--- src/decodePkg.sv ---
// Decode stage shared types: opcodes, ALU codes and control-word layout
package decodePkg;

    // Data path and register select widths
    localparam int DataWidth = 16;
    localparam int RegSelWidth = 3;

    // Opcodes from instruction bits 15:11
    localparam logic [4:0] HALT  = 5'b00000;
    localparam logic [4:0] NOP   = 5'b00001;
    localparam logic [4:0] J     = 5'b00100;
    localparam logic [4:0] JAL   = 5'b00110;
    localparam logic [4:0] ADDI  = 5'b01000;
    localparam logic [4:0] SUBI  = 5'b01001;
    localparam logic [4:0] XORI  = 5'b01010;
    localparam logic [4:0] ANDNI = 5'b01011;
    localparam logic [4:0] BEQZ  = 5'b01100;
    localparam logic [4:0] BNEZ  = 5'b01101;
    localparam logic [4:0] ST    = 5'b10000;
    localparam logic [4:0] LD    = 5'b10001;
    localparam logic [4:0] LBI   = 5'b11000;
    localparam logic [4:0] RTYPE = 5'b11011;
    localparam logic [4:0] SEQ   = 5'b11100;

    // Which instruction field names the destination
    typedef enum logic [1:0] {ITYPE, RTYPE_RD, RS_FIELD, LINK} regDstSel;

    typedef enum logic [3:0] {ADD, XOR, ANDN, PASSB, EQ} aluOpT;

    // FUNC takes the operation from instruction bits 1:0
    typedef enum logic [2:0] {ADD_I, SUB_I, XOR_I, ANDN_I, PASS_B, CMP_EQ, FUNC} aluClassT;

    // One hot, all zero when no control transfer
    typedef enum logic [3:0] {
        BR_NONE = 4'b0000,
        BR_EQZ  = 4'b0001,
        BR_NEZ  = 4'b0010,
        BR_JMP  = 4'b0100
    } branchT;

    typedef enum logic [1:0] {BSRC_RT, BSRC_IMM5, BSRC_IMM8, BSRC_SIMM11} bSrcT;

    typedef enum logic [1:0] {RSRC_ALU, RSRC_MEM, RSRC_LINK, RSRC_IMM} regSrcT;

    // Control word handed to execute
    typedef struct packed {
        logic     regWrt;
        regDstSel regDst;
        logic     zeroExt;
        logic     memRead;
        logic     memWrt;
        logic     immSrc;
        bSrcT     bSrc;
        regSrcT   regSrc;
        logic     aluSign;
        logic     aluJmp;
        branchT   branch;
        aluClassT aluClass;
    } ctrlWordT;

    typedef struct packed {
        aluOpT oper;
        logic  invA;
        logic  invB;
        logic  cin;
    } aluCtrlT;

endpackage

--- src/regPortIf.sv ---
// Register file access port between the decode stage and the register file
interface regPortIf
    import decodePkg::*;
();

    // Two read ports, combinational
    logic [RegSelWidth-1:0] read1Sel;
    logic [RegSelWidth-1:0] read2Sel;
    logic [DataWidth-1:0]   read1Data;
    logic [DataWidth-1:0]   read2Data;

    // Writeback port, committed at the clock edge
    logic [RegSelWidth-1:0] writeSel;
    logic                   writeEn;
    logic [DataWidth-1:0]   writeData;

    modport stage (
        output read1Sel,
        output read2Sel,
        output writeSel,
        output writeEn,
        output writeData,
        input  read1Data,
        input  read2Data
    );

    modport file (
        input  read1Sel,
        input  read2Sel,
        input  writeSel,
        input  writeEn,
        input  writeData,
        output read1Data,
        output read2Data
    );

endinterface

--- src/controlDecoder.sv ---
// Main decoder: maps the opcode to the execute control word, flags halt and illegal opcodes
module controlDecoder
    import decodePkg::*;
(
    input  logic [15:0] instr,
    output ctrlWordT    ctrl,
    output logic        halt,
    output logic        err
);

    logic [4:0] opcode;

    assign opcode = instr[15:11];

    always_comb begin
        // Quiet word: no write, no memory, no branch
        ctrl = '0;
        halt = 1'b0;
        err = 1'b0;

        case (opcode)
            HALT: begin
                halt = 1'b1;
            end
            NOP: begin
                ctrl.aluClass = ADD_I;
            end
            J: begin
                ctrl.aluJmp = 1'b1;
                ctrl.immSrc = 1'b1;
                ctrl.bSrc = BSRC_SIMM11;
                ctrl.branch = BR_JMP;
                ctrl.aluClass = ADD_I;
            end
            JAL: begin
                // Target as for J, plus link into r7
                ctrl.aluJmp = 1'b1;
                ctrl.immSrc = 1'b1;
                ctrl.bSrc = BSRC_SIMM11;
                ctrl.branch = BR_JMP;
                ctrl.aluClass = ADD_I;
                ctrl.regWrt = 1'b1;
                ctrl.regDst = LINK;
                ctrl.regSrc = RSRC_LINK;
            end
            ADDI, SUBI, XORI, ANDNI: begin
                ctrl.regWrt = 1'b1;
                ctrl.regDst = ITYPE;
                ctrl.immSrc = 1'b1;
                ctrl.bSrc = BSRC_IMM5;
                ctrl.regSrc = RSRC_ALU;
                // Logical immediates extend with zeros
                ctrl.zeroExt = (opcode == XORI) || (opcode == ANDNI);
                ctrl.aluSign = (opcode == ADDI) || (opcode == SUBI);
                case (opcode)
                    ADDI:    ctrl.aluClass = ADD_I;
                    SUBI:    ctrl.aluClass = SUB_I;
                    XORI:    ctrl.aluClass = XOR_I;
                    default: ctrl.aluClass = ANDN_I;
                endcase
            end
            BEQZ, BNEZ: begin
                // Condition is tested on Rs, offset is the 8-bit immediate
                ctrl.bSrc = BSRC_IMM8;
                ctrl.aluSign = 1'b1;
                ctrl.aluClass = PASS_B;
                ctrl.branch = (opcode == BEQZ) ? BR_EQZ : BR_NEZ;
            end
            ST: begin
                ctrl.memWrt = 1'b1;
                ctrl.immSrc = 1'b1;
                ctrl.bSrc = BSRC_IMM5;
                ctrl.aluClass = ADD_I;
            end
            LD: begin
                ctrl.memRead = 1'b1;
                ctrl.regWrt = 1'b1;
                ctrl.regDst = ITYPE;
                ctrl.immSrc = 1'b1;
                ctrl.bSrc = BSRC_IMM5;
                ctrl.regSrc = RSRC_MEM;
                ctrl.aluClass = ADD_I;
            end
            LBI: begin
                ctrl.regWrt = 1'b1;
                ctrl.regDst = RS_FIELD;
                ctrl.immSrc = 1'b1;
                ctrl.bSrc = BSRC_IMM8;
                ctrl.regSrc = RSRC_IMM;
                ctrl.aluClass = PASS_B;
            end
            RTYPE: begin
                ctrl.regWrt = 1'b1;
                ctrl.regDst = RTYPE_RD;
                ctrl.bSrc = BSRC_RT;
                ctrl.regSrc = RSRC_ALU;
                ctrl.aluSign = 1'b1;
                ctrl.aluClass = FUNC;
            end
            SEQ: begin
                ctrl.regWrt = 1'b1;
                ctrl.regDst = RTYPE_RD;
                ctrl.bSrc = BSRC_RT;
                ctrl.regSrc = RSRC_ALU;
                ctrl.aluSign = 1'b1;
                ctrl.aluClass = CMP_EQ;
            end
            default: begin
                err = 1'b1;
            end
        endcase
    end

endmodule

--- src/aluControl.sv ---
// ALU operation decoder: class and function bits to operation, inversions and carry-in
module aluControl
    import decodePkg::*;
(
    input  aluClassT   aluClass,
    input  logic [1:0] func,
    output aluCtrlT    aluCtrl
);

    aluClassT effClass;

    // R-type function bits reuse the I-type classes
    always_comb begin
        if (aluClass == FUNC) begin
            case (func)
                2'b00:   effClass = ADD_I;
                2'b01:   effClass = SUB_I;
                2'b10:   effClass = XOR_I;
                default: effClass = ANDN_I;
            endcase
        end else begin
            effClass = aluClass;
        end
    end

    always_comb begin
        aluCtrl = '0;
        case (effClass)
            ADD_I: begin
                aluCtrl.oper = ADD;
            end
            SUB_I: begin
                // Subtract as ~A + B + 1
                aluCtrl.oper = ADD;
                aluCtrl.invA = 1'b1;
                aluCtrl.cin = 1'b1;
            end
            XOR_I: begin
                aluCtrl.oper = XOR;
            end
            ANDN_I: begin
                aluCtrl.oper = ANDN;
                aluCtrl.invB = 1'b1;
            end
            CMP_EQ: begin
                // Equal when the difference is zero
                aluCtrl.oper = EQ;
                aluCtrl.invA = 1'b1;
                aluCtrl.cin = 1'b1;
            end
            default: begin
                aluCtrl.oper = PASSB;
            end
        endcase
    end

endmodule

--- src/regFile.sv ---
// Eight-entry register file with two bypassed read ports and one write port
module regFile
    import decodePkg::*;
(
    input logic     clk,
    input logic     reset,
    regPortIf.file  port
);

    localparam int NumRegs = 1 << RegSelWidth;

    logic [DataWidth-1:0] regs [NumRegs];

    // A read of the register being written sees the new value
    function automatic logic [DataWidth-1:0] readPort(
        input logic [RegSelWidth-1:0] sel
    );
        logic [DataWidth-1:0] value;
        value = regs[sel];
        if (port.writeEn && (port.writeSel == sel)) begin
            value = port.writeData;
        end
        return value;
    endfunction

    always_comb begin
        port.read1Data = readPort(port.read1Sel);
        port.read2Data = readPort(port.read2Sel);
    end

    always_ff @(posedge clk) begin
        if (reset) begin
            for (int i = 0; i < NumRegs; i++) begin
                regs[i] <= '0;
            end
        end else if (port.writeEn) begin
            regs[port.writeSel] <= port.writeData;
        end
    end

    // Writeback must always name a real register
    writeSelKnown: assert property (
        @(posedge clk) disable iff (reset)
        port.writeEn |-> !$isunknown(port.writeSel)
    ) else $error("write enabled with unknown writeSel");

endmodule

--- src/decodeStage.sv ---
// Instruction decode stage: control decode, register read, immediates and ID/EX registers
module decodeStage
    import decodePkg::*;
#(
    parameter int WbLatency = 3
) (
    input  logic                   clk,
    input  logic                   reset,
    input  logic [15:0]            instr,
    input  logic [DataWidth-1:0]   pc,
    input  logic [DataWidth-1:0]   wbData,

    output logic                   regWrt,
    output logic                   memRead,
    output logic                   memWrt,
    output logic                   immSrc,
    output logic [1:0]             bSrc,
    output logic [1:0]             regSrc,
    output logic                   aluSign,
    output logic                   aluJmp,
    output logic [3:0]             branch,

    output logic [3:0]             oper,
    output logic                   invA,
    output logic                   invB,
    output logic                   cin,

    output logic [DataWidth-1:0]   rsData,
    output logic [DataWidth-1:0]   rtData,
    output logic [DataWidth-1:0]   imm5,
    output logic [DataWidth-1:0]   imm8,
    output logic [DataWidth-1:0]   sImm8,
    output logic [DataWidth-1:0]   sImm11,
    output logic [DataWidth-1:0]   pcNext,
    output logic [RegSelWidth-1:0] rd,
    output logic                   halt,
    output logic                   err
);

    ctrlWordT               ctrl;
    aluCtrlT                aluCtrl;
    logic                   haltDec;
    logic                   errDec;
    logic [RegSelWidth-1:0] dstSel;
    logic [DataWidth-1:0]   imm5Ext;
    logic [DataWidth-1:0]   imm8Ext;
    logic [DataWidth-1:0]   sImm8Ext;
    logic [DataWidth-1:0]   sImm11Ext;

    // Destination and write enable waiting for their writeback data
    logic [RegSelWidth-1:0] wbSelPipe [WbLatency];
    logic                   wbEnPipe [WbLatency];

    regPortIf regPort ();

    controlDecoder controlDecoder_i (
        .instr (instr),
        .ctrl  (ctrl),
        .halt  (haltDec),
        .err   (errDec)
    );

    aluControl aluControl_i (
        .aluClass (ctrl.aluClass),
        .func     (instr[1:0]),
        .aluCtrl  (aluCtrl)
    );

    regFile regFile_i (
        .clk   (clk),
        .reset (reset),
        .port  (regPort.file)
    );

    // Rs and Rt fields feed the read ports
    assign regPort.read1Sel = instr[10:8];
    assign regPort.read2Sel = instr[7:5];
    assign regPort.writeSel = wbSelPipe[WbLatency-1];
    assign regPort.writeEn = wbEnPipe[WbLatency-1];
    assign regPort.writeData = wbData;

    always_comb begin
        case (ctrl.regDst)
            ITYPE:    dstSel = instr[7:5];
            RTYPE_RD: dstSel = instr[4:2];
            RS_FIELD: dstSel = instr[10:8];
            default:  dstSel = '1;
        endcase
    end

    // Immediate extension
    assign sImm8Ext = {{(DataWidth-8){instr[7]}}, instr[7:0]};
    assign sImm11Ext = {{(DataWidth-11){instr[10]}}, instr[10:0]};
    assign imm5Ext = ctrl.zeroExt ? {{(DataWidth-5){1'b0}}, instr[4:0]}
                                  : {{(DataWidth-5){instr[4]}}, instr[4:0]};
    assign imm8Ext = ctrl.zeroExt ? {{(DataWidth-8){1'b0}}, instr[7:0]} : sImm8Ext;

    always_ff @(posedge clk) begin
        if (reset) begin
            for (int i = 0; i < WbLatency; i++) begin
                wbSelPipe[i] <= '0;
                wbEnPipe[i] <= 1'b0;
            end
        end else begin
            wbSelPipe[0] <= dstSel;
            wbEnPipe[0] <= ctrl.regWrt;
            for (int i = 1; i < WbLatency; i++) begin
                wbSelPipe[i] <= wbSelPipe[i-1];
                wbEnPipe[i] <= wbEnPipe[i-1];
            end
        end
    end

    // ID/EX boundary
    always_ff @(posedge clk) begin
        if (reset) begin
            regWrt <= 1'b0;
            memRead <= 1'b0;
            memWrt <= 1'b0;
            immSrc <= 1'b0;
            bSrc <= '0;
            regSrc <= '0;
            aluSign <= 1'b0;
            aluJmp <= 1'b0;
            branch <= '0;
            oper <= '0;
            invA <= 1'b0;
            invB <= 1'b0;
            cin <= 1'b0;
            rsData <= '0;
            rtData <= '0;
            imm5 <= '0;
            imm8 <= '0;
            sImm8 <= '0;
            sImm11 <= '0;
            pcNext <= '0;
            rd <= '0;
            halt <= 1'b0;
            err <= 1'b0;
        end else begin
            regWrt <= ctrl.regWrt;
            memRead <= ctrl.memRead;
            memWrt <= ctrl.memWrt;
            immSrc <= ctrl.immSrc;
            bSrc <= ctrl.bSrc;
            regSrc <= ctrl.regSrc;
            aluSign <= ctrl.aluSign;
            aluJmp <= ctrl.aluJmp;
            branch <= ctrl.branch;
            oper <= aluCtrl.oper;
            invA <= aluCtrl.invA;
            invB <= aluCtrl.invB;
            cin <= aluCtrl.cin;
            rsData <= regPort.read1Data;
            rtData <= regPort.read2Data;
            imm5 <= imm5Ext;
            imm8 <= imm8Ext;
            sImm8 <= sImm8Ext;
            sImm11 <= sImm11Ext;
            pcNext <= pc;
            rd <= dstSel;
            halt <= haltDec;
            err <= errDec;
        end
    end

    memAccessExclusive: assert property (
        @(posedge clk) disable iff (reset)
        !(memRead && memWrt)
    ) else $error("memRead and memWrt both high");

    // An illegal opcode never reaches writeback
    errBlocksWrite: assert property (
        @(posedge clk) disable iff (reset)
        err |-> !regWrt ##(WbLatency-1) !regPort.writeEn
    ) else $error("illegal opcode produced a register write");

endmodule

--- config.mk ---
export PLATFORM = sky130hd
export DESIGN_NAME = decodeStage
export DESIGN_NICKNAME = d
export VERILOG_FILES = /design/src/decodePkg.sv /design/src/regPortIf.sv /design/src/controlDecoder.sv /design/src/aluControl.sv /design/src/regFile.sv /design/src/decodeStage.sv
export SDC_FILE = /design/constraint.sdc
export NUM_CORES = 1
export LEC_CHECK = 0
export BUFFER_PORTS_ARGS = -buffer_cell sky130_fd_sc_hd__buf_2
export CAP_MARGIN = 10
export CORE_UTILIZATION = 51
export DETAILED_ROUTE_END_ITERATION = 10
export HOLD_SLACK_MARGIN = 0.06
export MAX_ROUTING_LAYER = met4
export PLACE_DENSITY_LB_ADDON = 0.15
export SETUP_SLACK_MARGIN = 0.1
export SLEW_MARGIN = 20
export SYNTH_ARGS = -nofsm -noshare
export SYNTH_HDL_FRONTEND = slang
export SYNTH_SLANG_ARGS = --single-unit
--- constraint.sdc ---
create_clock -name clk -period 4.4 [get_ports clk]
set_input_delay 0.88 -clock clk [delete_from_list [all_inputs] [get_ports clk]]
set_output_delay 0.88 -clock clk [all_outputs]
set_load 0.05 [all_outputs]
==> run summary, run 1 <==
Synth Area in Adders - 0%
Max-slew headroom - 35.5%
Hold worst-path end - wbEnPipe[0][2]
Hold_sp - wbEnPipe[0][1]
Number of global-route vias before repair - 6458
Cells taking the most area after synthesis - edfxtp_1, dfxtp_1, mux4_1
Worst r2r path cells - 5
Final Cell Area - 11800 um2
Synth top area share - 36.8%
Initial Util - 52.8%
Gpl congestion - 0.872
Initial antenna violation count - 0
Largest net degree at the start of global routing - 85
Synth Area in Compound Gates - 4.14%
Post-detail-place hpwl - 16.0 mm
Commonest cells in the synthesized netlist - and2_1, edfxtp_1, dfxtp_1
Die Width - 145 um
CP max FO - 35
Post-synth ARST share - 0%
Setup crit start kind - primary input
Syn. warnings - 0
Worst hold path stage count - 1
Largest family of logic cells by synthesized area - multiplexers
Final Max Slew Viols - 0
Final hold violations - 0
WHS - 0.454 ns
WL final - 25.6 mm
Ant diodes - 0
Final std cells w/o fill - 1166
Multiplexer area fraction after synthesis - 18.8%
Static Leak - 5.12 nW
DR WL/cell - 21.9 um
Setup TNS Final - 0 ns
Met3 Resource Use GR - 4.03%
Crit path required time - 4.74 ns
Die height - 145 um
Clk slew on worst S/H paths - 0.06 ns
Die Area - 21100 um2
First drt pass iteration count - 5
Vias - 6544
Synthesized instance count - 771
Worst-Skew Late Latency - 0.51 ns
Post-synthesis simple-gate area fraction - 15.1%
# setup viols final - 0
Worst Setup End Kind - flip-flop
Cts repair resizes - 0
GRT Total Usage - 25.1%
Row cnt - 51
Top-Level Pins - 188
RSZ-0062 raised after global routing - false
Antenna viol nets, final - 0
Grt met1 use - 31.9%
Worst-case clock buffer depth - 3
TritonCTS clock tree - yes
Mapped Area - 10500 um2
Minimum clock period - 2.49 ns
Grt total ovfl - 0
CTS buffer count - 23
Synth-to-Final Area Change - 13.1%
Residual DRC count - 0
Register area share after synthesis - 54.4%
CORE AREA - 19800 um2
GR peak layer - met2
Avg Inst Size Synth - 13.6 um2
Number of synthesized flops with an enable pin - 128
Synth Area in XOR/XNOR - 0.503%
CP arrival - 2.83 ns
# Post-CTS Setup Buffers - 0
Fmax - 402 MHz
Global-route wire length before repair - 38.9 mm
H-tree depth - 1
Worst Hold Class - reg -> reg
Vias per cell - 5.61
Tightest Pin Transition - 0.967 ns
RR Endpoint - regFile_i.regs[3][5]
Max_cap viols - 0
Final period util - 56.6%
Met2 Resource Use GR - 41.4%
Synth Register Bits - 220
Placed cell count - 1125
Port Buf Inserts - 185
Drt initial violations - 350
Main flop type after synthesis - edfxtp_1
Layout Nets - 935
R2R Setup Slk - 2.36 ns
Reg-to-reg startpoint - wbEnPipe[0][2]
Root buffer cell - clkbuf_16
Synth area leader - edfxtp_1
PwrDens - 403 nW/um2
Clock sink total - 220
VDD IR max - 248 uV
Kind of critical path - in -> reg
Share of cells above drive strength 1 - 30.0%
Fillers - 1578
Fin Clk Skew - 0.0125 ns
Area after DPL - 11100 um2
Status - finished clean
Hold-fix buffers, CTS - 0
Synth cell types - 41
## flip-flops by register name (all words and copies together) (netlist names), 4 cells and up
register,flops
sImm11,4
imm5,5
imm8,4
wbSelPipe,7
pcNext,16
rtData,16
rsData,16
regFile_i.regs,128
## power by group
group	internal, W	leakage, nW	switching [W]
Combinational	0.000172	2.61	0.000423
Clock	0.00110	0.371	0.000780
Sequential	0.00225	2.13	0.0000385
Total	0.00352	5.12	0.00124
## layout by cell type (no fill, tap or decap), types with 4 or more instances in the layout
| master | instances |
|---|---|
| a211oi_1 | 36 |
| a21o_1 | 4 |
| a21oi_1 | 11 |
| and2_1 | 128 |
| buf_2 | 185 |
| buf_4 | 13 |
| clkbuf_16 | 24 |
| clkbuf_8 | 6 |
| clkinv_2 | 5 |
| dfxtp_1 | 92 |
| edfxtp_1 | 128 |
| mux2i_1 | 33 |
| mux4_1 | 48 |
| mux4_2 | 16 |
| nand2_1 | 10 |
| nand2b_1 | 5 |
| nand3_1 | 6 |
| nor2_1 | 49 |
| nor2b_1 | 41 |
| nor3b_1 | 4 |
| o21ai_0 | 6 |
| or2_2 | 10 |
| xnor2_1 | 6 |
## final cells by class
class | instances | area [um2] | area share [%]
Inverter | 1 | 3.75 | 0.0318
Sequential cell | 220 | 5690 | 48.1
Clock inverter | 8 | 47.5 | 0.402
Clock buffer | 33 | 694 | 5.87
Timing Repair Buffer | 198 | 1020 | 8.66
Tap cell | 265 | 332 | 2.81
Multi-Input combinational cell | 441 | 4030 | 34.1
## worst max-delay path by stage
stage / startpoint / slack [ns] / depth (start not counted) / end
2_1_floorplan: reset / 2.32 / 4 / regFile_i.regs[0][0]
3_3_place_gp: instr[10] / 1.43 / 6 / rsData[12]
3_5_place_dp: instr[10] / 1.39 / 6 / rsData[12]
4_1_cts: instr[10] / 1.91 / 6 / rsData[12]
5_1_grt: instr[10] / 1.85 / 6 / rsData[14]
6_report: instr[10] / 1.91 / 6 / rsData[14]
## critical path: stages
cell and delay [ns]:
buf_2 0.70, xnor2_1 0.17, nand4_1 0.12, buf_4 0.38, nor2_1 0.08, a211oi_1 0.47
## routing by layer
metal	wire length, um	vias to the layer above	share of wire, %
met5	0	-	0
met4	705	0	2.8
met3	1720	46	6.7
met2	12500	299	49
met1	10700	3198	42
li1	-	3001	-
## through the flow
| step | total power [W] | utilization [%] | worst slack [ns] |
|---|---|---|---|
| final | 0.00476 | 59.8 | 1.91 |
| after global routing | 0.00490 | 59.8 | 1.85 |
| after CTS | 0.00478 | 59.8 | 1.91 |
| after detailed placement | 0.00293 | 56.0 | 1.39 |
| after global placement | 0.00292 | 56.0 | 1.43 |
| after floorplan | 0.00280 | - | 2.32 |
## cell families after synthesis
group | count (synthesis)
multiplexers | 98
flip-flops | 220
AND/OR/NAND/NOR | 272
AO/OA/AOI/OAI | 63
XOR/XNOR | 6
buffers and inverters | 111
other | 1
(Power assumes the default switching activity.)
==> inputs of run 2 (changes only) <==
Settings changed: ABC_AREA set to 1.
Clock period 4.4 ns to 2.52 ns, I/O delays scaled along.
==> run summary, run 2 <==
Status - finished clean
Max-slew headroom - 61.5% (+26 points)
Die Width - 145 um (about the same)
Die Area - 21100 um2 (+0.15%)
VDD IR max - 405 uV (+63%)
TritonCTS clock tree - yes
Register bank with the most flops - regFile_i.regs
Cells taking the most area after synthesis - edfxtp_1, dfxtp_1, nand2_1
Register area share after synthesis - 54.3% (-0.085 points)
Initial antenna violation count - 2 (+2)
Fmax - 518 MHz
Minimum clock period - 1.93 ns
DR WL/cell - 18.9 um (-14%)
Cell Chain, Critical Path - buf_2
Gpl congestion - 0.917 (+5.2%)
Synth cell types - 30 (-27%)
Residual DRC count - 0 (unchanged)
R2R Setup Slk - 0.84 ns (-1.52 ns)
Mapped Area - 10500 um2 (+0.16%)
Synth top area share - 36.7% (-0.057 points)
Worst Setup End Kind - primary output
Setup crit start kind - flip-flop
Main flop type after synthesis - edfxtp_1
GRT Total Usage - 30.9% (+5.8 points)
Clock sink total - 220 (unchanged)
Layout Nets - 1472 (+57%)
CP arrival - 1.43 ns (-1.40 ns)
WP buf/inv - 1 (-1)
Power share of the clock group - 39.7% (+0.2 points)
Worst setup path end - sImm8[13]
Post-detail-place hpwl - 21.3 mm (+33%)
Grt total ovfl - 0 (unchanged)
Number of synthesized flops with an enable pin - 128 (unchanged)
Worst-case clock buffer depth - 3 (unchanged)
Commonest cells in the synthesized netlist - nand2_1, nor2_1, nand3_1
Hold-fix buffers, CTS - 0 (unchanged)
Vias - 9365 (+43%)
Vias per cell - 5.47 (-2.5%)
Final hold violations - 0 (unchanged)
CORE AREA - 20200 um2 (+2.0%)
Crit path required time - 2.02 ns (-2.72 ns)
Most numerous cell in the Yosys netlist - nand2_1
# Post-CTS Setup Buffers - 0 (unchanged)
Largest net degree at the start of global routing - 66 (-22%)
Worst-Skew Late Latency - 0.52 ns (about the same)
Worst Hold Class - in -> reg
Top-Level Pins - 188 (unchanged)
RSZ-0062 raised after global routing - false
Die height - 145 um (about the same)
Final Max Slew Viols - 0 (unchanged)
Post-synth ARST share - 0% (unchanged)
Synth-to-Final Area Change - 16.2%
Global-route wire length before repair - 48.4 mm (+24%)
Critical Path Source - sImm11[7]
Drt initial violations - 1091 (+210%)
Switching power of the nets - 0.00253 W (+100%)
Antenna viol nets, final - 0 (unchanged)
Avg Inst Size Synth - 8.07 um2 (-40%)
Cts repair resizes - 0 (unchanged)
WL final - 32.3 mm (+26%)
Largest register FFs - 128 (unchanged)
# setup viols final - 0 (unchanged)
CTS buffer count - 24 (+4.3%)
Share of cells above drive strength 1 - 19.9% (-10 points)
CP max FO - 11 (-69%)
Max_cap viols - 0 (unchanged)
Worst r2r path cells - 8 (+3)
Critical Path Max Stage Delay - 0.57 ns (-0.13 ns)
Syn. warnings - 0 (unchanged)
Fin Clk Skew - 0.0113 ns (-0.00129 ns)
Switch share - 28.5% (+2.4 points)
Root buffer cell - clkbuf_16
Number of global-route vias before repair - 8208 (+27%)
Initial Util - 51.9% (-0.94 points)
Final period util - 76.7%
Kind of critical path - reg -> out
Critical Path Stages - 1 (-5)
PwrDens - 729 nW/um2 (+81%)
Commonest non-fill, non-tap cells in the layout - nand2_1, nor2_1, nand3_1
Seq pwr share - 45.4% (-2.6 points)
Synth area leader - edfxtp_1
Tightest Pin Transition - 0.577 ns (-0.390 ns)
Pre-CTS WS - 0.446 ns (-0.945 ns)
Setup TNS Final - 0 ns (unchanged)
Clk slew on worst S/H paths - 0.06 ns (about the same)
First drt pass iteration count - 7 (+2)
Synth Register Bits - 220 (unchanged)
CP top delay family - flip-flops
Port Buf Inserts - 185 (unchanged)
Commonest non-fill, non-tap cell in the layout - nand2_1
Final Cell Area - 12200 um2 (+2.9%)
Int Power - 0.00634 W (+80%)
Static Leak - 5.66 nW (+11%)
Synthesized instance count - 1297 (+68%)
Slowest cell on the critical path - dfxtp_1
Area after DPL - 11400 um2 (+2.5%)
Reg-to-reg startpoint - wbSelPipe[0][7]
RR Endpoint - rtData[9]
Setup WS post-layout - 0.588 ns (-1.32 ns)
Row cnt - 52 (+2.0%)
H-tree depth - 1 (unchanged)
Logic gate share of total power - 15.0% (+2.5 points)
[run 2: cell types whose count changed after synthesis, sizes merged, moves of 23 or more]
cell	before	now
nand2	10	348
nor2	52	252
nand3	6	187
and2	128	0
mux4	64	0
inv	1	55
nor2b	42	0
a211oi	36	0
mux2i	33	0
buf	90	116
a21oi	11	34
[run 2: cells by family after synthesis]
logic type | Yosys count | synth area share (%)
AND/OR/NAND/NOR | 813 | 32.5
flip-flops | 220 | 54.3
buffers and inverters | 205 | 10.1
AO/OA/AOI/OAI | 56 | 2.87
XOR/XNOR | 2 | 0.239
other | 1 | 0.0358
[run 2: cell type report]
cell class | instances | area [um2]
sequential | 220 | 5690
timing repair buffer | 229 | 1320
antenna | 2 | 5.00
multi-input combinational | 873 | 3730
tap | 270 | 338
fill | 1816 | 8010
clock inverter | 13 | 91.3
inverter | 74 | 283
clock buffer | 30 | 707
[run 2: power by group through the flow]
stage	registers (W)	clock network, W	logic, W
5_1_grt	0.00404	0.00368	0.00141
2_1_floorplan	0.00433	0	0.000728
4_1_cts	0.00402	0.00354	0.00132
3_3_place_gp	0.00410	0	0.00131
6_report	0.00402	0.00352	0.00133
3_5_place_dp	0.00410	0	0.00131
[run 2: through the flow]
step                power, W  cells  utilization (%)  hold WS (ns)
finish               0.00887   1711             60.3         0.190
global route         0.00913   1711             60.3         0.184
CTS                  0.00888   1709             60.3         0.178
detailed placement   0.00541   1666             56.3         0.399
global placement     0.00540   1666             56.3         0.399
floorplan            0.00506   1298                -         0.388
[run 2: metal layers]
metal	global-route usage [%]	part of all wire, %	wire length, um	vias up
met4	11.8	2.9	950	0
met3	5.41	10	3280	80
met2	46.9	46	14900	577
met5	-	0	0	-
met1	41.3	41	13200	4308
li1	-	-	-	4400
[run 2: worst min-delay path by stage]
stage,endpoint,slack [ns],cells past startpoint,from
after CTS,pcNext[6],0.18,3,pc[6]
final,pcNext[12],0.19,3,pc[12]
after global routing,pcNext[5],0.18,3,pc[5]
after global placement,wbEnPipe[0][2],0.40,2,wbEnPipe[0][1]
after floorplan,wbEnPipe[0][2],0.39,2,wbEnPipe[0][1]
after detailed placement,wbSelPipe[0][7],0.40,2,wbSelPipe[0][4]
